`src/hdl/rs_tx_defs.svh`:
```
`ifndef RS_TX_DEFS_SVH
`define RS_TX_DEFS_SVH

////////////////////////////////////////////////////////////
// xgmii control and framing characters
////////////////////////////////////////////////////////////

`define RS_IDLE_CH      8'h07   // idle, txc set
`define RS_START_CH     8'hfb   // start, lane 0 only
`define RS_PREAMBLE_CH  8'haa
`define RS_SFD_CH       8'hab   // start of frame delimiter
`define RS_TERM_CH      8'hfd   // terminate, txc set

////////////////////////////////////////////////////////////
// datapath widths
////////////////////////////////////////////////////////////

`define RS_WORD_W       64      // upstream packet word
`define RS_LANE_W       32      // one xgmii transfer
`define RS_CRC_W        32      // frame check sequence
`define RS_NLANES       4

// minimum idle words after the terminate word,
// one more is added when the deficit wraps
`define RS_GAP_ROUNDS   2

`endif

```
`src/hdl/rs_tx_pkg.sv`:
```
`include "rs_tx_defs.svh"

package rs_tx_pkg;

  // word from the upstream buffer
  typedef struct packed {
    logic [`RS_WORD_W-1:0] data;  // first byte in [63:56]
    logic                  last;  // final word of the frame
    logic [7:0]            mask;  // thermometer from msb, 1 to 8 bytes
  } pkt_word_t;

  // one xgmii transfer, lane 0 in txd[7:0]
  typedef struct packed {
    logic [`RS_LANE_W-1:0] txd;
    logic [`RS_NLANES-1:0] txc;   // set per lane for control chars
  } xgmii_word_t;

  typedef enum logic [2:0] {
    WAIT_TX,
    START,
    PREAMBLE,
    DATA,
    TAIL,
    EFD,
    IFG
  } tx_state_t;

  typedef enum logic [2:0] {
    OP_IDLE,
    OP_START,
    OP_PREAMBLE,
    OP_DATA,
    OP_TAIL,     // last payload bytes plus leading check bytes
    OP_FINISH,   // stored check bytes, terminate, idles
    OP_EFD
  } lane_op_t;

  typedef struct packed {
    lane_op_t   op;
    logic       half;        // 0 selects data[63:32]
    logic [1:0] tail_bytes;  // payload bytes left in the half, minus one
  } lane_cmd_t;

endpackage

```
`src/hdl/ifg_deficit.sv`:
```
`include "rs_tx_defs.svh"

module ifg_deficit (
  input  logic       clks,
  input  logic       rst_n,
  input  logic       gap_load,
  input  logic [1:0] tail_idles,
  input  logic       ifg_tick,
  output logic       gap_done
);

  logic [1:0] deficit;  // idle bytes owed, mod 4
  logic [1:0] rounds;   // idle words left in the gap
  logic [2:0] dsum;
  logic       extra;

  assign dsum  = {1'b0, deficit} + {1'b0, tail_idles};
  // wrap of the deficit, or a terminate in lane 3 leaving no idles
  assign extra = dsum[2] | (tail_idles == 2'd0);

  ////////////////////////////////////////////////////////////
  // deficit and round counter
  ////////////////////////////////////////////////////////////

  always_ff @(posedge clks) begin
    if (!rst_n) begin
      deficit <= 2'd0;
      rounds  <= 2'd0;
    end else if (gap_load) begin
      deficit <= dsum[1:0];
      rounds  <= 2'(`RS_GAP_ROUNDS) + {1'b0, extra};
    end else if (ifg_tick && rounds != 2'd0) begin
      rounds  <= rounds - 2'd1;  // idles outside a gap leave it at 0
    end
  end

  assign gap_done = (rounds == 2'd1);

endmodule

```
`src/hdl/lane_mapper.sv`:
```
`include "rs_tx_defs.svh"

module lane_mapper import rs_tx_pkg::*; (
  input  logic                  clks,
  input  logic                  rst_n,
  input  lane_cmd_t             cmd,
  input  logic [`RS_WORD_W-1:0] held,
  input  logic [`RS_CRC_W-1:0]  crc,
  output xgmii_word_t           xgmii
);

  // words below are built in byte stream order, first byte in [31:24],
  // then flipped so that the first byte lands on lane 0
  logic [`RS_LANE_W-1:0] src;       // selected half of held
  logic [`RS_LANE_W-1:0] strm;
  logic [`RS_NLANES-1:0] ctrl;      // stream order, msb for lane 0
  logic [`RS_LANE_W-1:0] keep;      // upper bytes taken from payload
  logic [`RS_CRC_W-1:0]  crc_left;  // check bytes for the finish word
  logic [2:0]            nbytes;    // payload bytes in the tail half

  function automatic xgmii_word_t lane_word(input logic [`RS_LANE_W-1:0] s,
                                            input logic [`RS_NLANES-1:0] c);
    xgmii_word_t w;
    for (int i = 0; i < `RS_NLANES; i++) begin
      w.txd[8*i +: 8] = s[`RS_LANE_W-1-8*i -: 8];
      w.txc[i]        = c[`RS_NLANES-1-i];
    end
    return w;
  endfunction

  ////////////////////////////////////////////////////////////
  // lane fill per command
  ////////////////////////////////////////////////////////////

  always_comb begin
    src    = cmd.half ? held[`RS_LANE_W-1:0] : held[`RS_WORD_W-1:`RS_LANE_W];
    nbytes = {1'b0, cmd.tail_bytes} + 3'd1;
    keep   = ~({`RS_LANE_W{1'b1}} >> (8 * nbytes));
    strm   = {`RS_NLANES{`RS_IDLE_CH}};
    ctrl   = {`RS_NLANES{1'b1}};
    case (cmd.op)
      OP_START: begin
        strm = {`RS_START_CH, {3{`RS_PREAMBLE_CH}}};
        ctrl = 4'b1000;  // start char only
      end
      OP_PREAMBLE: begin
        strm = {{3{`RS_PREAMBLE_CH}}, `RS_SFD_CH};
        ctrl = 4'b0000;
      end
      OP_DATA: begin
        strm = src;
        ctrl = 4'b0000;
      end
      OP_TAIL: begin
        strm = (src & keep) | (crc >> (8 * nbytes));  // msb check byte first
        ctrl = 4'b0000;
      end
      OP_FINISH: begin
        strm = (crc_left & keep) |
               ({`RS_TERM_CH, {3{`RS_IDLE_CH}}} >> (8 * nbytes));
        ctrl = 4'b1111 >> nbytes;  // empty when four check bytes remain
      end
      OP_EFD: begin
        strm = {`RS_TERM_CH, {3{`RS_IDLE_CH}}};
      end
      default: ;  // idles
    endcase
  end

  // check bytes not sent with the tail word, aligned to the top
  always_ff @(posedge clks) begin
    if (cmd.op == OP_TAIL) begin
      crc_left <= crc << (8 * (3'd4 - nbytes));
    end
  end

  always_ff @(posedge clks) begin
    if (!rst_n) begin
      xgmii <= lane_word({`RS_NLANES{`RS_IDLE_CH}}, {`RS_NLANES{1'b1}});
    end else begin
      xgmii <= lane_word(strm, ctrl);
    end
  end

endmodule

```
`src/hdl/pkt_fetch.sv`:
```
`include "rs_tx_defs.svh"

module pkt_fetch import rs_tx_pkg::*; (
  input  logic                  clks,
  input  logic                  rst_n,
  input  pkt_word_t             pkt,
  input  logic [`RS_CRC_W-1:0]  pkt_crc,
  input  logic                  pop_pkt,
  input  logic                  pop_crc,
  input  logic                  data_adv,
  output logic [`RS_WORD_W-1:0] held,
  output logic [`RS_CRC_W-1:0]  crc,
  output logic                  half,
  output logic                  last,
  output logic [3:0]            valid_bytes
);

  // number of valid bytes in a thermometer mask
  function automatic logic [3:0] mask_bytes(input logic [7:0] mask);
    logic [3:0] n;
    n = 4'd0;
    for (int i = 0; i < 8; i++) begin
      n = n + {3'd0, mask[i]};
    end
    return n;
  endfunction

  ////////////////////////////////////////////////////////////
  // payload holding registers
  ////////////////////////////////////////////////////////////

  always_ff @(posedge clks) begin
    if (pop_pkt) begin
      held <= pkt.data;
    end
    if (pop_crc) begin
      crc <= pkt_crc;
    end
  end

  ////////////////////////////////////////////////////////////
  // word status seen by the sequencer
  ////////////////////////////////////////////////////////////

  always_ff @(posedge clks) begin
    if (!rst_n) begin
      last        <= 1'b0;
      valid_bytes <= 4'd0;
    end else if (pop_pkt) begin
      last        <= pkt.last;
      valid_bytes <= mask_bytes(pkt.mask);  // decoded once per word
    end
  end

  // which half of held goes out next
  always_ff @(posedge clks) begin
    if (!rst_n) begin
      half <= 1'b0;
    end else if (pop_crc) begin
      half <= 1'b0;  // new frame starts on the upper half
    end else if (data_adv) begin
      half <= ~half;
    end
  end

endmodule

```
`src/hdl/rs_tx_top.sv`:
```
`include "rs_tx_defs.svh"

module rs_tx_top import rs_tx_pkg::*; (
  input  logic                 clks,
  input  logic                 rst_n,
  input  logic                 start_transmit,
  input  pkt_word_t            pkt,
  input  logic [`RS_CRC_W-1:0] pkt_crc,
  output logic                 pop_pkt,
  output logic                 pop_crc,
  output xgmii_word_t          xgmii
);

  logic [`RS_WORD_W-1:0] held;
  logic [`RS_CRC_W-1:0]  crc;
  logic                  half;
  logic                  last;
  logic [3:0]            valid_bytes;
  logic                  data_adv;
  lane_cmd_t             cmd;
  logic [1:0]            tail_idles;
  logic                  gap_load;
  logic                  gap_done;

  ////////////////////////////////////////////////////////////
  // decode, execute, result
  ////////////////////////////////////////////////////////////

  pkt_fetch u_fetch (
    .clks, .rst_n, .pkt, .pkt_crc, .pop_pkt, .pop_crc, .data_adv,
    .held, .crc, .half, .last, .valid_bytes
  );

  tx_sequencer u_seq (
    .clks, .rst_n, .start_transmit, .half, .last, .valid_bytes, .gap_done,
    .pop_pkt, .pop_crc, .data_adv, .cmd, .tail_idles, .gap_load
  );

  // every idle command counts one gap round
  ifg_deficit u_ifg (
    .clks, .rst_n, .gap_load, .tail_idles,
    .ifg_tick (cmd.op == OP_IDLE),
    .gap_done
  );

  lane_mapper u_lanes (
    .clks, .rst_n, .cmd, .held, .crc, .xgmii
  );

endmodule

```
`src/hdl/tx_sequencer.sv`:
```
module tx_sequencer import rs_tx_pkg::*; (
  input  logic       clks,
  input  logic       rst_n,
  input  logic       start_transmit,
  input  logic       half,
  input  logic       last,
  input  logic [3:0] valid_bytes,
  input  logic       gap_done,
  output logic       pop_pkt,
  output logic       pop_crc,
  output logic       data_adv,
  output lane_cmd_t  cmd,
  output logic [1:0] tail_idles,
  output logic       gap_load
);

  tx_state_t  state, state_nxt;
  logic [1:0] tail_q;     // tail_bytes of the tail word, kept for TAIL
  logic [1:0] tail_nxt;
  logic       tail_here;  // tail falls in the current half

  // same low bits for 1..4 in the upper half and 5..8 in the lower one
  assign tail_nxt  = valid_bytes[1:0] - 2'd1;
  assign tail_here = last & (half | (valid_bytes <= 4'd4));

  ////////////////////////////////////////////////////////////
  // state and tail registers
  ////////////////////////////////////////////////////////////

  always_ff @(posedge clks) begin
    if (!rst_n) begin
      state  <= WAIT_TX;
      tail_q <= 2'd0;
    end else begin
      state <= state_nxt;
      if (state == DATA && tail_here) begin
        tail_q <= tail_nxt;
      end
    end
  end

  ////////////////////////////////////////////////////////////
  // next state and lane command
  ////////////////////////////////////////////////////////////

  always_comb begin
    state_nxt      = state;
    cmd.op         = OP_IDLE;
    cmd.half       = 1'b0;
    cmd.tail_bytes = 2'd0;
    case (state)
      WAIT_TX: begin
        if (start_transmit) state_nxt = START;
      end
      START: begin
        cmd.op    = OP_START;
        state_nxt = PREAMBLE;
      end
      PREAMBLE: begin
        cmd.op    = OP_PREAMBLE;
        state_nxt = DATA;
      end
      DATA: begin
        cmd.half = half;
        if (tail_here) begin
          cmd.op         = OP_TAIL;
          cmd.tail_bytes = tail_nxt;
          state_nxt      = TAIL;
        end else begin
          cmd.op = OP_DATA;
        end
      end
      TAIL: begin
        cmd.op         = OP_FINISH;
        cmd.tail_bytes = tail_q;
        // four stored check bytes fill the word, terminate goes alone
        state_nxt      = (tail_q == 2'd3) ? EFD : IFG;
      end
      EFD: begin
        cmd.op    = OP_EFD;
        state_nxt = IFG;
      end
      IFG: begin
        if (gap_done) state_nxt = start_transmit ? START : WAIT_TX;
      end
      default: state_nxt = WAIT_TX;
    endcase
  end

  assign pop_crc  = (state == START);
  assign pop_pkt  = (state == START) | ((state == DATA) & half & ~last);
  assign data_adv = (state == DATA);

  // idles after terminate in its own word, 3 when EFD follows
  assign tail_idles = 2'd2 - tail_q;
  assign gap_load   = (state == TAIL);

endmodule

```
`config.mk`:
```
export PLATFORM = sky130hd
export DESIGN_NAME = rs_tx_top
export DESIGN_NICKNAME = d
export VERILOG_FILES = /design/src/hdl/rs_tx_pkg.sv /design/src/hdl/ifg_deficit.sv /design/src/hdl/lane_mapper.sv /design/src/hdl/pkt_fetch.sv /design/src/hdl/rs_tx_top.sv /design/src/hdl/tx_sequencer.sv
export VERILOG_INCLUDE_DIRS = /design/src /design/src/hdl
export SDC_FILE = /design/constraint.sdc
export NUM_CORES = 1
export LEC_CHECK = 0
export BUFFER_PORTS_ARGS = -buffer_cell sky130_fd_sc_hd__buf_2
export CORE_MARGIN = 4
export CORE_UTILIZATION = 40
export CTS_CLUSTER_DIAMETER = 60
export DETAILED_ROUTE_END_ITERATION = 6
export GPL_TIMING_DRIVEN = 0
export SYNTH_ARGS = -nofsm -noshare
export SYNTH_HDL_FRONTEND = slang
export SYNTH_SLANG_ARGS = --single-unit
```
`constraint.sdc`:
```
create_clock -name clks -period 6.65 [get_ports clks]
set_input_delay 0.3325 -clock clks [delete_from_list [all_inputs] [get_ports clks]]
set_output_delay 0.3325 -clock clks [all_outputs]
set_load 0.02 [all_outputs]
```
==> results.json, run 1 <==
{
  "status": "finished, final reports clean",
  "slew_headroom_pct": 40.2,
  "tritoncts": "yes",
  "worstSetupEndpointType": "register",
  "yosys-top-cells-count": "edfxtp_1, nand2_1, dfxtp_1, mux2i_1, a21oi_1",
  "yosysMostFrequentCell": "edfxtp_1",
  "die_area_mm2": 0.0223,
  "synth_area_per_cell_um2": 12.2,
  "rows": 51,
  "wl_per_cell_um": 20.4,
  "synth_area_mm2": 0.00799,
  "ys.flop_type": "edfxtp_1",
  "period_share_pct": 60.6,
  "synth-warning-count": 0,
  "n_antenna_cell": 0,
  "switchingPower_mw": 0.958,
  "ir_drop_uv": 178,
  "tightest_slew_ns": 0.896,
  "grt_use_total_pct": 20.4,
  "setup_viol": 0,
  "wl_um": 22400,
  "ys_ff_latch": 179,
  "seqPwrFrac_pct": 44.7,
  "core_area_mm2": 0.0196,
  "skew_ns": 0.00730,
  "p_comb_share_pct": 20.7,
  "pwr-share-clk_pct": 34.6,
  "clockBufferDepth": 2,
  "yosys-top-cells-area": "edfxtp_1, dfxtp_1, mux2i_1",
  "first_iter_violations": 492,
  "dp_hpwl_um": 16700,
  "io_pins": 146,
  "grt_first_pass_wirelength_um": 34300,
  "power_density_mw_per_mm2": 334,
  "cts_setup_buffers": 0,
  "chipWidth_um": 149,
  "grt_pass1_vias": 6072,
  "gp_congestion": 0.901,
  "clkLatencyLatePin_ns": 0.43,
  "start_kind": "register",
  "yosys.area.top_type": "edfxtp_1",
  "routed_via_density": 5.37,
  "vias": 5894,
  "layout-drive-gt1-share_pct": 27.1,
  "worstRegToRegCells": 11,
  "clockRootBuffer": "clkbuf_16",
  "period_needed_ns": 4.03,
  "die_h_um": 149,
  "criticalPathCategory": "reg2reg",
  "r2r_slack_ns": 2.62,
  "firstDrtPassIters": 6,
  "crit_path_max_fanout": 41,
  "synth_cells": 653,
  "cp_data_arrival_time_ns": 4.36,
  "cp.required_ns": 6.99,
  "htree_levels": 4,
  "slew_viol_final": 0,
  "ant_nets": 0,
  "async_flop_share_pct": 0,
  "swShare_pct": 29.3,
  "synth_edf_count": 128,
  "fillers": 1798,
  "rsz0062_at_grt": "no",
  "synth.distinct_cells": 66,
  "clkSinkCount": 179,
  "drc": 0,
  "antenna_found_initial": 0,
  "synth_top_area_share_pct": 48.1,
  "max_freq_ghz": 0.248,
  "clkTransAtPathRegs_ns": 0.07,
  "numCtsBuffers": 17,
  "start_util_pct": 40.8,
  "grt_max_degree": 42,
  "area_growth_pct": 22.5,
  "ys_seq_area_share_pct": 60.9,
  "min_path_cells": 1,
  "finalHoldViolCount": 0,
  "p_leak_nw": 3.64,
  "internal-power_mw": 2.32,
  "final_core_util_pct": 50.0,
  "cts-resized-gates": 0,
  "grt-ovfl-total": 0,
  "totalNegativeSetupSlack_ns": 0,
  "syn_nets": 778,
  "whs_ns": 0.0738,
  "nets": 945,
  "cap_viol_max_count": 0,
  "io_buffers": 145,
  "ctsHoldBuffers": 0,
  "hold_class": "in2reg"
}
==> per-stage QoR <==
stage | setup slack, ns | power (mW) | cells | area (um^2)
CTS | 2.61 | 3.29 | 1097 | 9770
global route | 2.24 | 3.42 | 1098 | 9790
detailed placement | 2.65 | 2.16 | 1065 | 9100
finish | 2.62 | 3.27 | 1098 | 9790
floorplan | 1.77 | 1.90 | 653 | 7990
global placement | 0.113 | 2.14 | 1063 | 9050
==> path summary, 6_finish.rpt <==
path	start	to
worst max-delay path	u_seq.state[1]$_SDFFE_PN0P_	u_lanes.xgmii[15]$_SDFF_PN0_
worst min register to register	u_lanes.crc_left[26]$_DFFE_PP_	u_lanes.xgmii[6]$_SDFF_PN1_
worst min-delay path	pkt_crc[29]	u_fetch.crc[29]$_DFFE_PP_
worst max register to register	u_seq.state[1]$_SDFFE_PN0P_	u_lanes.xgmii[15]$_SDFF_PN0_
==> metal layers <==
layer	up-vias	routed length, um	track usage, %
li1	2752	-	-
met5	-	0	0
met1	2893	9490	26.6
met4	0	599	6.86
met2	213	11200	34.5
met3	36	1150	3.71
==> critical path, cell delays in order (launching register included) <==
cell	delay, ns
dfxtp_1	0.51
buf_2	0.30
inv_1	0.16
ha_1	0.31
clkbuf_1	0.21
inv_1	0.31
nand3_2	0.21
o21ai_1	0.34
buf_2	0.78
and2_1	0.41
nand2_1	0.10
a41oi_1	0.27
==> kinds of logic (layout without fill, tap and decap cells) <==
kind of cell,after synthesis,in the layout,share of synthesized area (%)
xor+xnor,2,2,0.219
simple gates,172,172,10.7
compound gates,161,161,13.9
mux,60,60,7.70
fa+ha+maj,17,17,3.13
buf+inv,62,242,3.54
flops,179,179,60.9
==> cell usage in the layout, fill, tap and decap left out, drive strengths merged, types with 4 or more instances in the layout <==
cell type / count
a21o: 9
nor2b: 8
o221ai: 4
ha: 12
inv: 32
o31a: 7
nand2b: 13
edfxtp: 128
o21ai: 33
o21a: 9
clkinv: 4
o211ai: 12
mux2: 12
a21oi: 39
nand3: 6
clkbuf: 31
mux2i: 48
nor2: 25
nor3: 8
fa: 5
bufinv: 5
a21boi: 6
buf: 170
a31oi: 6
dfxtp: 51
and2: 14
a221oi: 4
nand2: 80
o22ai: 9
==> power groups by stage <==
stage          Sequential [mW]  Clock [mW]  Combinational [mW]
6_report                  1.46        1.13               0.679
5_1_grt                   1.48        1.20               0.746
4_1_cts                   1.47        1.15               0.676
3_5_place_dp              1.49           0               0.671
3_3_place_gp              1.51           0               0.635
2_1_floorplan             1.52           0               0.381
==> cell type report <==
type                            count  area (um^2)  share of cell area, %
Multi-Input combinational cell    412         2860                   29.2
Clock inverter                     14          240                   2.45
Tap cell                          265          332                   3.39
Buffer                             35          181                   1.85
Clock buffer                       18          429                   4.38
Inverter                           27          101                   1.04
Timing Repair Buffer              148          786                   8.02
Sequential cell                   179         4860                   49.7
==> sequential cells by signal, summed over array words and instances (netlist names) <==
register	count
u_fetch.crc	32
u_seq.tail_q	2
u_fetch.held	64
u_fetch.valid_bytes	4
u_lanes.crc_left	32
u_fetch.half	1
u_fetch.last	1
u_ifg.rounds	2
u_ifg.deficit	2
u_lanes.xgmii	36
u_seq.state	3
(Power assumes the default switching activity.)
==> run 2: changes to the inputs <==
Clock period 6.65 ns to 3.5 ns, I/O delays scaled along.
==> run 2 against run 1 <==
Compared with the run above:
- wire length is 6.1% higher
- die area is the same
- register-to-register slack worse by 2.4 ns
- largest cell class unchanged
- worst hold slack got worse by 0.035 ns
- cell area increased by 9.5%
- global-route usage increased by 0.90 points
- critical endpoint is now u_lanes.crc_left[16]$_DFFE_PP_
- combinational power rose by 100%
- total power rose by 86%
- clock skew rose by 0.0082 ns
- via count up 6.9%
- worst setup slack worse by 2.4 ns
- highest routed layer unchanged
==> results.json, run 2 (synthesis gave the netlist of run 1 again) <==
{
  "status": "finished, final reports clean",
  "whs_ns": 0.0384,
  "die_area_mm2": 0.0223,
  "p_leak_nw": 4.01,
  "largest_register": "u_fetch.held",
  "drc": 0,
  "dp_hpwl_um": 16800,
  "max_freq_ghz": 0.306,
  "grt_max_degree": 42,
  "crit_path_max_fanout": 10,
  "io_buffers": 145,
  "multiInputGateArea_mm2": 0.00290,
  "clockBufferDepth": 2,
  "grt-ovfl-total": 0,
  "fillers": 1742,
  "largest_register_ffs": 64,
  "clkSinkCount": 179,
  "rows": 51,
  "fin_area_mm2": 0.0107,
  "htree_levels": 4,
  "wl_per_cell_um": 19.9,
  "clkLatencyLatePin_ns": 0.43,
  "n_antenna_cell": 0,
  "io_pins": 146,
  "seqPwrFrac_pct": 45.7,
  "r2r_start": "u_fetch.valid_bytes[0]$_SDFFE_PN0P_",
  "vias": 6302,
  "cts_setup_buffers": 0,
  "start_kind": "register",
  "die_h_um": 149,
  "finalHoldViolCount": 0,
  "rsz0062_at_grt": "no",
  "min_path_cells": 3,
  "cp_data_arrival_time_ns": 3.41,
  "period_needed_ns": 3.26,
  "wl_um": 23800,
  "power.total_mw": 6.10,
  "area_growth_pct": 34.1,
  "clkTransAtPathRegs_ns": 0.07,
  "numCtsBuffers": 17,
  "firstDrtPassIters": 7,
  "cap_viol_max_count": 0,
  "swShare_pct": 30.1,
  "start_util_pct": 40.8,
  "grt_pass1_vias": 6546,
  "skew_ns": 0.0155,
  "pwr-share-clk_pct": 31.7,
  "first_iter_violations": 596,
  "r2r_end": "u_lanes.crc_left[16]$_DFFE_PP_",
  "min-delay-start": "pkt[8]",
  "grt_first_pass_wirelength_um": 35900,
  "slew_headroom_pct": 41.4,
  "switchingPower_mw": 1.84,
  "r2r_slack_ns": 0.24,
  "antenna_found_initial": 0,
  "core_area_mm2": 0.0196,
  "layout-drive-gt1-share_pct": 25.1,
  "nets": 1040,
  "ir_drop_uv": 371,
  "worstRegToRegCells": 10,
  "hold_class": "in2reg",
  "clockRootBuffer": "clkbuf_16",
  "worstSetupEndpointType": "register",
  "grt_use_total_pct": 21.3,
  "tritoncts": "yes",
  "internal-power_mw": 4.26,
  "criticalPathCategory": "reg2reg",
  "routed_via_density": 5.28,
  "reg_top3": "u_fetch.held x64, u_lanes.xgmii x36",
  "period_share_pct": 93.2,
  "tightest_slew_ns": 0.879,
  "cp.required_ns": 3.64,
  "p_comb_share_pct": 22.6,
  "final_cell_mix": "buf_2, edfxtp_1, dlygate4sd3_1",
  "ant_nets": 0,
  "layout.cells.most_common": "buf_2",
  "power_density_mw_per_mm2": 569,
  "gp_congestion": 0.880,
  "slew_viol_final": 0,
  "regArea_mm2": 0.00487,
  "placed_cell_area_mm2": 0.00910,
  "chipWidth_um": 149,
  "hold_end": "u_fetch.last$_SDFFE_PN0P_",
  "setup_viol": 0
}
==> run 2: cell types whose count changed in the layout (fill, tap and decap cells not counted), sizes merged <==
| cell | before | now |
|---|---|---|
| dlygate4sd3 | 0 | 96 |
| clkbuf | 31 | 34 |
| buf | 170 | 169 |
| inv | 32 | 33 |
| clkinv | 4 | 3 |
| bufinv | 5 | 2 |
==> run 2: power groups by stage <==
stage                     sequential, mW  combinational, mW  clock [mW]
final                               2.79               1.38        1.93
after global routing                2.82               1.50        2.05
after CTS                           2.79               1.37        1.96
after detailed placement            2.83               1.28           0
after global placement              2.84               1.20           0
after floorplan                     2.88              0.725           0
==> run 2: cell type report <==
class | count | area share [%]
buffer | 35 | 1.84
clock buffer | 21 | 4.20
clock inverter | 11 | 1.32
inverter | 27 | 0.946
multi-input combinational | 412 | 27.1
sequential | 179 | 45.4
tap | 265 | 3.09
timing repair buffer | 243 | 16.1
==> run 2: repair_timing <==
item / CTS / global route
setup endpoints to repair: 52 / 13
resized for setup: 7 / 10
hold buffers: 96 / 0
endpoints found under the hold margin: 96 / 0
==> run 2: worst max path at each step <==
stage | start | endpoint | slack (ns) | cells after the start
after floorplan | u_seq.state[2]$_SDFFE_PN0P_ | u_fetch.valid_bytes[3]$_SDFFE_PN0P_ | 0.08 | 6
after global placement | u_seq.state[1]$_SDFFE_PN0P_ | pop_pkt | -0.88 | 4
after detailed placement | u_seq.state[1]$_SDFFE_PN0P_ | u_lanes.xgmii[19]$_SDFF_PN0_ | -0.53 | 11
after CTS | u_seq.state[1]$_SDFFE_PN0P_ | u_lanes.xgmii[13]$_SDFF_PN1_ | 0.04 | 10
after global routing | u_fetch.valid_bytes[0]$_SDFFE_PN0P_ | u_lanes.crc_left[16]$_DFFE_PP_ | 0.09 | 10
final | u_fetch.valid_bytes[0]$_SDFFE_PN0P_ | u_lanes.crc_left[16]$_DFFE_PP_ | 0.24 | 10
==> run 2: metrics by stage <==
step	util [%]	setup TNS [ns]	setup WS [ns]	std cells
2_1_floorplan	-	0	0.0834	653
3_3_place_gp	46.2	-53.03	-0.877	1063
3_5_place_dp	46.5	-6.59	-0.526	1065
4_1_cts	54.5	0	0.0387	1193
5_1_grt	54.7	0	0.0925	1193
6_report	54.7	0	0.237	1193
==> run 2: layer usage <==
metal | GRT usage, % | part of all wire [%] | vias up
li1 | - | - | 2939
met2 | 37.3 | 51 | 193
met1 | 26.1 | 42 | 3130
met3 | 4.71 | 4.8 | 40
met5 | 0 | 0 | -
met4 | 7.28 | 2.6 | 0
==> run 2: worst max-delay path: stages (launching register included) <==
cell	delay (ns)
dfxtp_1	0.31
clkbuf_1	0.35
inv_1	0.12
ha_1	0.22
or3b_1	0.34
buf_2	0.18
nand4_1	0.22
and2_1	0.24
buf_2	0.26
clkbuf_1	0.52
o21ai_0	0.22
==> run 3: changes to the inputs <==
Settings changed: SLEW_MARGIN set to 30.
Clock period 3.5 ns to 3.74 ns, I/O delays scaled along.
==> run 3 against run 2 <==
Compared with the run above:
- cell area is 0.19% lower
- clock skew is 0.0039 ns lower
- global-route usage is 0.18 points higher
- clock power is 9.8% lower
- die area stayed put
- combinational power is 4% lower
- total power is 7.2% lower
- register-to-register slack worse by 0.06 ns
- via count is 0.40% higher
- largest cell class unchanged
==> results.json, run 3 (synthesis gave the netlist of run 1 again) <==
{
  "power_density_mw_per_mm2": 529,
  "skew_ns": 0.0116,
  "tightest_slew_ns": 0.992,
  "cpPeakStageDelay_ns": 0.78,
  "max_freq_ghz": 0.281,
  "grt_use_total_pct": 21.5,
  "grt_max_degree": 42,
  "ir_drop_uv": 336,
  "min-delay-start": "pkt[8]",
  "nets": 1041,
  "placed_cells": 1066,
  "r2r_start": "u_seq.state[1]$_SDFFE_PN0P_",
  "layout-drive-gt1-share_pct": 24.8,
  "cts_setup_buffers": 0,
  "cp_data_arrival_time_ns": 3.84,
  "rows": 51,
  "routed_via_density": 5.30,
  "start_util_pct": 40.8,
  "largest_register": "u_fetch.held",
  "gp_congestion": 0.880,
  "worstRegToRegCells": 10,
  "htree_levels": 4,
  "period_share_pct": 95.2,
  "setup_viol": 0,
  "p_leak_nw": 4.02,
  "antenna_found_initial": 0,
  "power.total_mw": 5.66,
  "hold_class": "in2reg",
  "n_antenna_cell": 0,
  "drc": 0,
  "rsz0062_at_grt": "yes",
  "clockBufferDepth": 2,
  "r2r_slack_ns": 0.18,
  "clkLatencyLatePin_ns": 0.44,
  "finalHoldViolCount": 0,
  "reg_top3": "u_fetch.held x64, u_lanes.xgmii x36",
  "criticalPathCategory": "reg2reg",
  "pre_cts_slack_ns": -0.239,
  "die_h_um": 149,
  "firstDrtPassIters": 5,
  "hold_end": "u_fetch.last$_SDFFE_PN0P_",
  "slew_headroom_pct": 33.9,
  "largest_register_ffs": 64,
  "crit_path_max_fanout": 10,
  "core_area_mm2": 0.0196,
  "numCtsBuffers": 17,
  "ant_nets": 0,
  "start_kind": "register",
  "io_buffers": 145,
  "cp.required_ns": 4.02,
  "tritoncts": "yes",
  "worstSetupEndpointType": "register",
  "wl_um": 23900,
  "grt_pass1_vias": 6541,
  "fin_cells": 1194,
  "chipWidth_um": 149,
  "first_iter_violations": 511,
  "period_needed_ns": 3.56,
  "wl_per_cell_um": 20.0,
  "grt-ovfl-total": 0,
  "status": "finished, final reports clean",
  "area_growth_pct": 33.8,
  "dp_hpwl_um": 16900,
  "die_area_mm2": 0.0223,
  "cap_viol_max_count": 0,
  "slowest_stage": "a21oi_1",
  "slew_viol_final": 0,
  "min_path_cells": 3,
  "totalNegativeSetupSlack_ns": 0,
  "final_cell_mix": "buf_2, edfxtp_1, dlygate4sd3_1",
  "grt_first_pass_wirelength_um": 36100,
  "layout.cells.most_common": "buf_2",
  "fillers": 1712,
  "r2r_end": "u_lanes.xgmii[15]$_SDFF_PN0_",
  "clkTransAtPathRegs_ns": 0.07,
  "io_pins": 146,
  "clkSinkCount": 179,
  "vias": 6327,
  "crit_chain": "buf_2 -> inv_1 -> ha_1 -> clkbuf_1 -> inv_1 -> nand3_2 -> o21ai_2 -> a21oi_1 -> a21o_1 -> a41oi_1",
  "clockRootBuffer": "clkbuf_16",
  "setup_ws_ns": 0.180,
  "cp_common_cell": "inv_1"
}
==> run 3: cell count changes in the layout (fill, tap and decap cells not counted), sizes merged <==
cell / before / now
buf: 169 / 170
bufinv: 2 / 0
clkbuf: 34 / 32
clkinv: 3 / 4
clkinvlp: 0 / 1
inv: 33 / 35
==> run 3: what timing repair did <==
| action | CTS | global route |
|---|---|---|
| gates resized for setup | 2 | 4 |
| hold buffers | 96 | 0 |
| endpoints found under the setup margin | 12 | 9 |
| endpoints found under the hold margin | 96 | 0 |
==> run 3: where the power goes <==
group / internal [mW] / switching (mW) / total [mW]
clock network: 0.912 / 0.827 / 1.74
registers: 2.48 / 0.125 / 2.61
logic: 0.511 / 0.805 / 1.32
total: 3.90 / 1.76 / 5.66
==> run 3: worst max-delay path: cells and delay by family (launching register included) <==
| kind | cells | cell delay, ns |
|---|---|---|
| compound gates | 4 | 1.30 |
| buf+inv | 4 | 1.03 |
| flops | 1 | 0.53 |
| fa+ha+maj | 1 | 0.30 |
| simple gates | 1 | 0.23 |
==> run 3: worst max path at each step <==
stage | start | cells after the start | slack [ns] | end
final | u_seq.state[1]$_SDFFE_PN0P_ | 10 | 0.18 | u_lanes.xgmii[15]$_SDFF_PN0_
after global routing | u_seq.state[1]$_SDFFE_PN0P_ | 10 | -0.009 | u_lanes.xgmii[19]$_SDFF_PN0_
after CTS | u_seq.state[1]$_SDFFE_PN0P_ | 11 | 0.1 | u_lanes.xgmii[19]$_SDFF_PN0_
after detailed placement | u_seq.state[1]$_SDFFE_PN0P_ | 11 | -0.24 | u_lanes.xgmii[19]$_SDFF_PN0_
after global placement | u_seq.state[1]$_SDFFE_PN0P_ | 4 | -0.65 | pop_pkt
after floorplan | u_seq.state[2]$_SDFFE_PN0P_ | 6 | 0.32 | u_fetch.valid_bytes[3]$_SDFFE_PN0P_
==> run 3: layout make-up <==
class                   instances  area, um^2  share of cell area, %
multi-input cells             412        2870                   26.8
clock inverters                13         115                   1.08
clock buffers                  19         453                   4.23
well taps                     265         332                   3.10
flip-flops and latches        179        4860                   45.5
inverters                      27         101                  0.947
plain buffers                  35         196                   1.84
repair buffers                244        1770                   16.5
==> run 3: through the flow <==
step                utilization, %  hold WS (ns)  area (um^2)
CTS                           54.5        0.0190        10700
floorplan                        -         0.286         8000
detailed placement            46.7         0.365         9150
finish                        54.6        0.0305        10700
global route                  54.6        0.0472        10700
global placement              46.2         0.364         9050
==> run 3: metal layers <==
| metal | part of all wire [%] | vias to the layer above | GRT usage [%] |
|---|---|---|---|
| met1 | 41 | 3059 | 27.0 |
| met5 | 0 | - | 0 |
| met4 | 3.8 | 0 | 9.93 |
| met3 | 5.7 | 51 | 4.01 |
| met2 | 50 | 266 | 36.1 |
| li1 | - | 2951 | - |
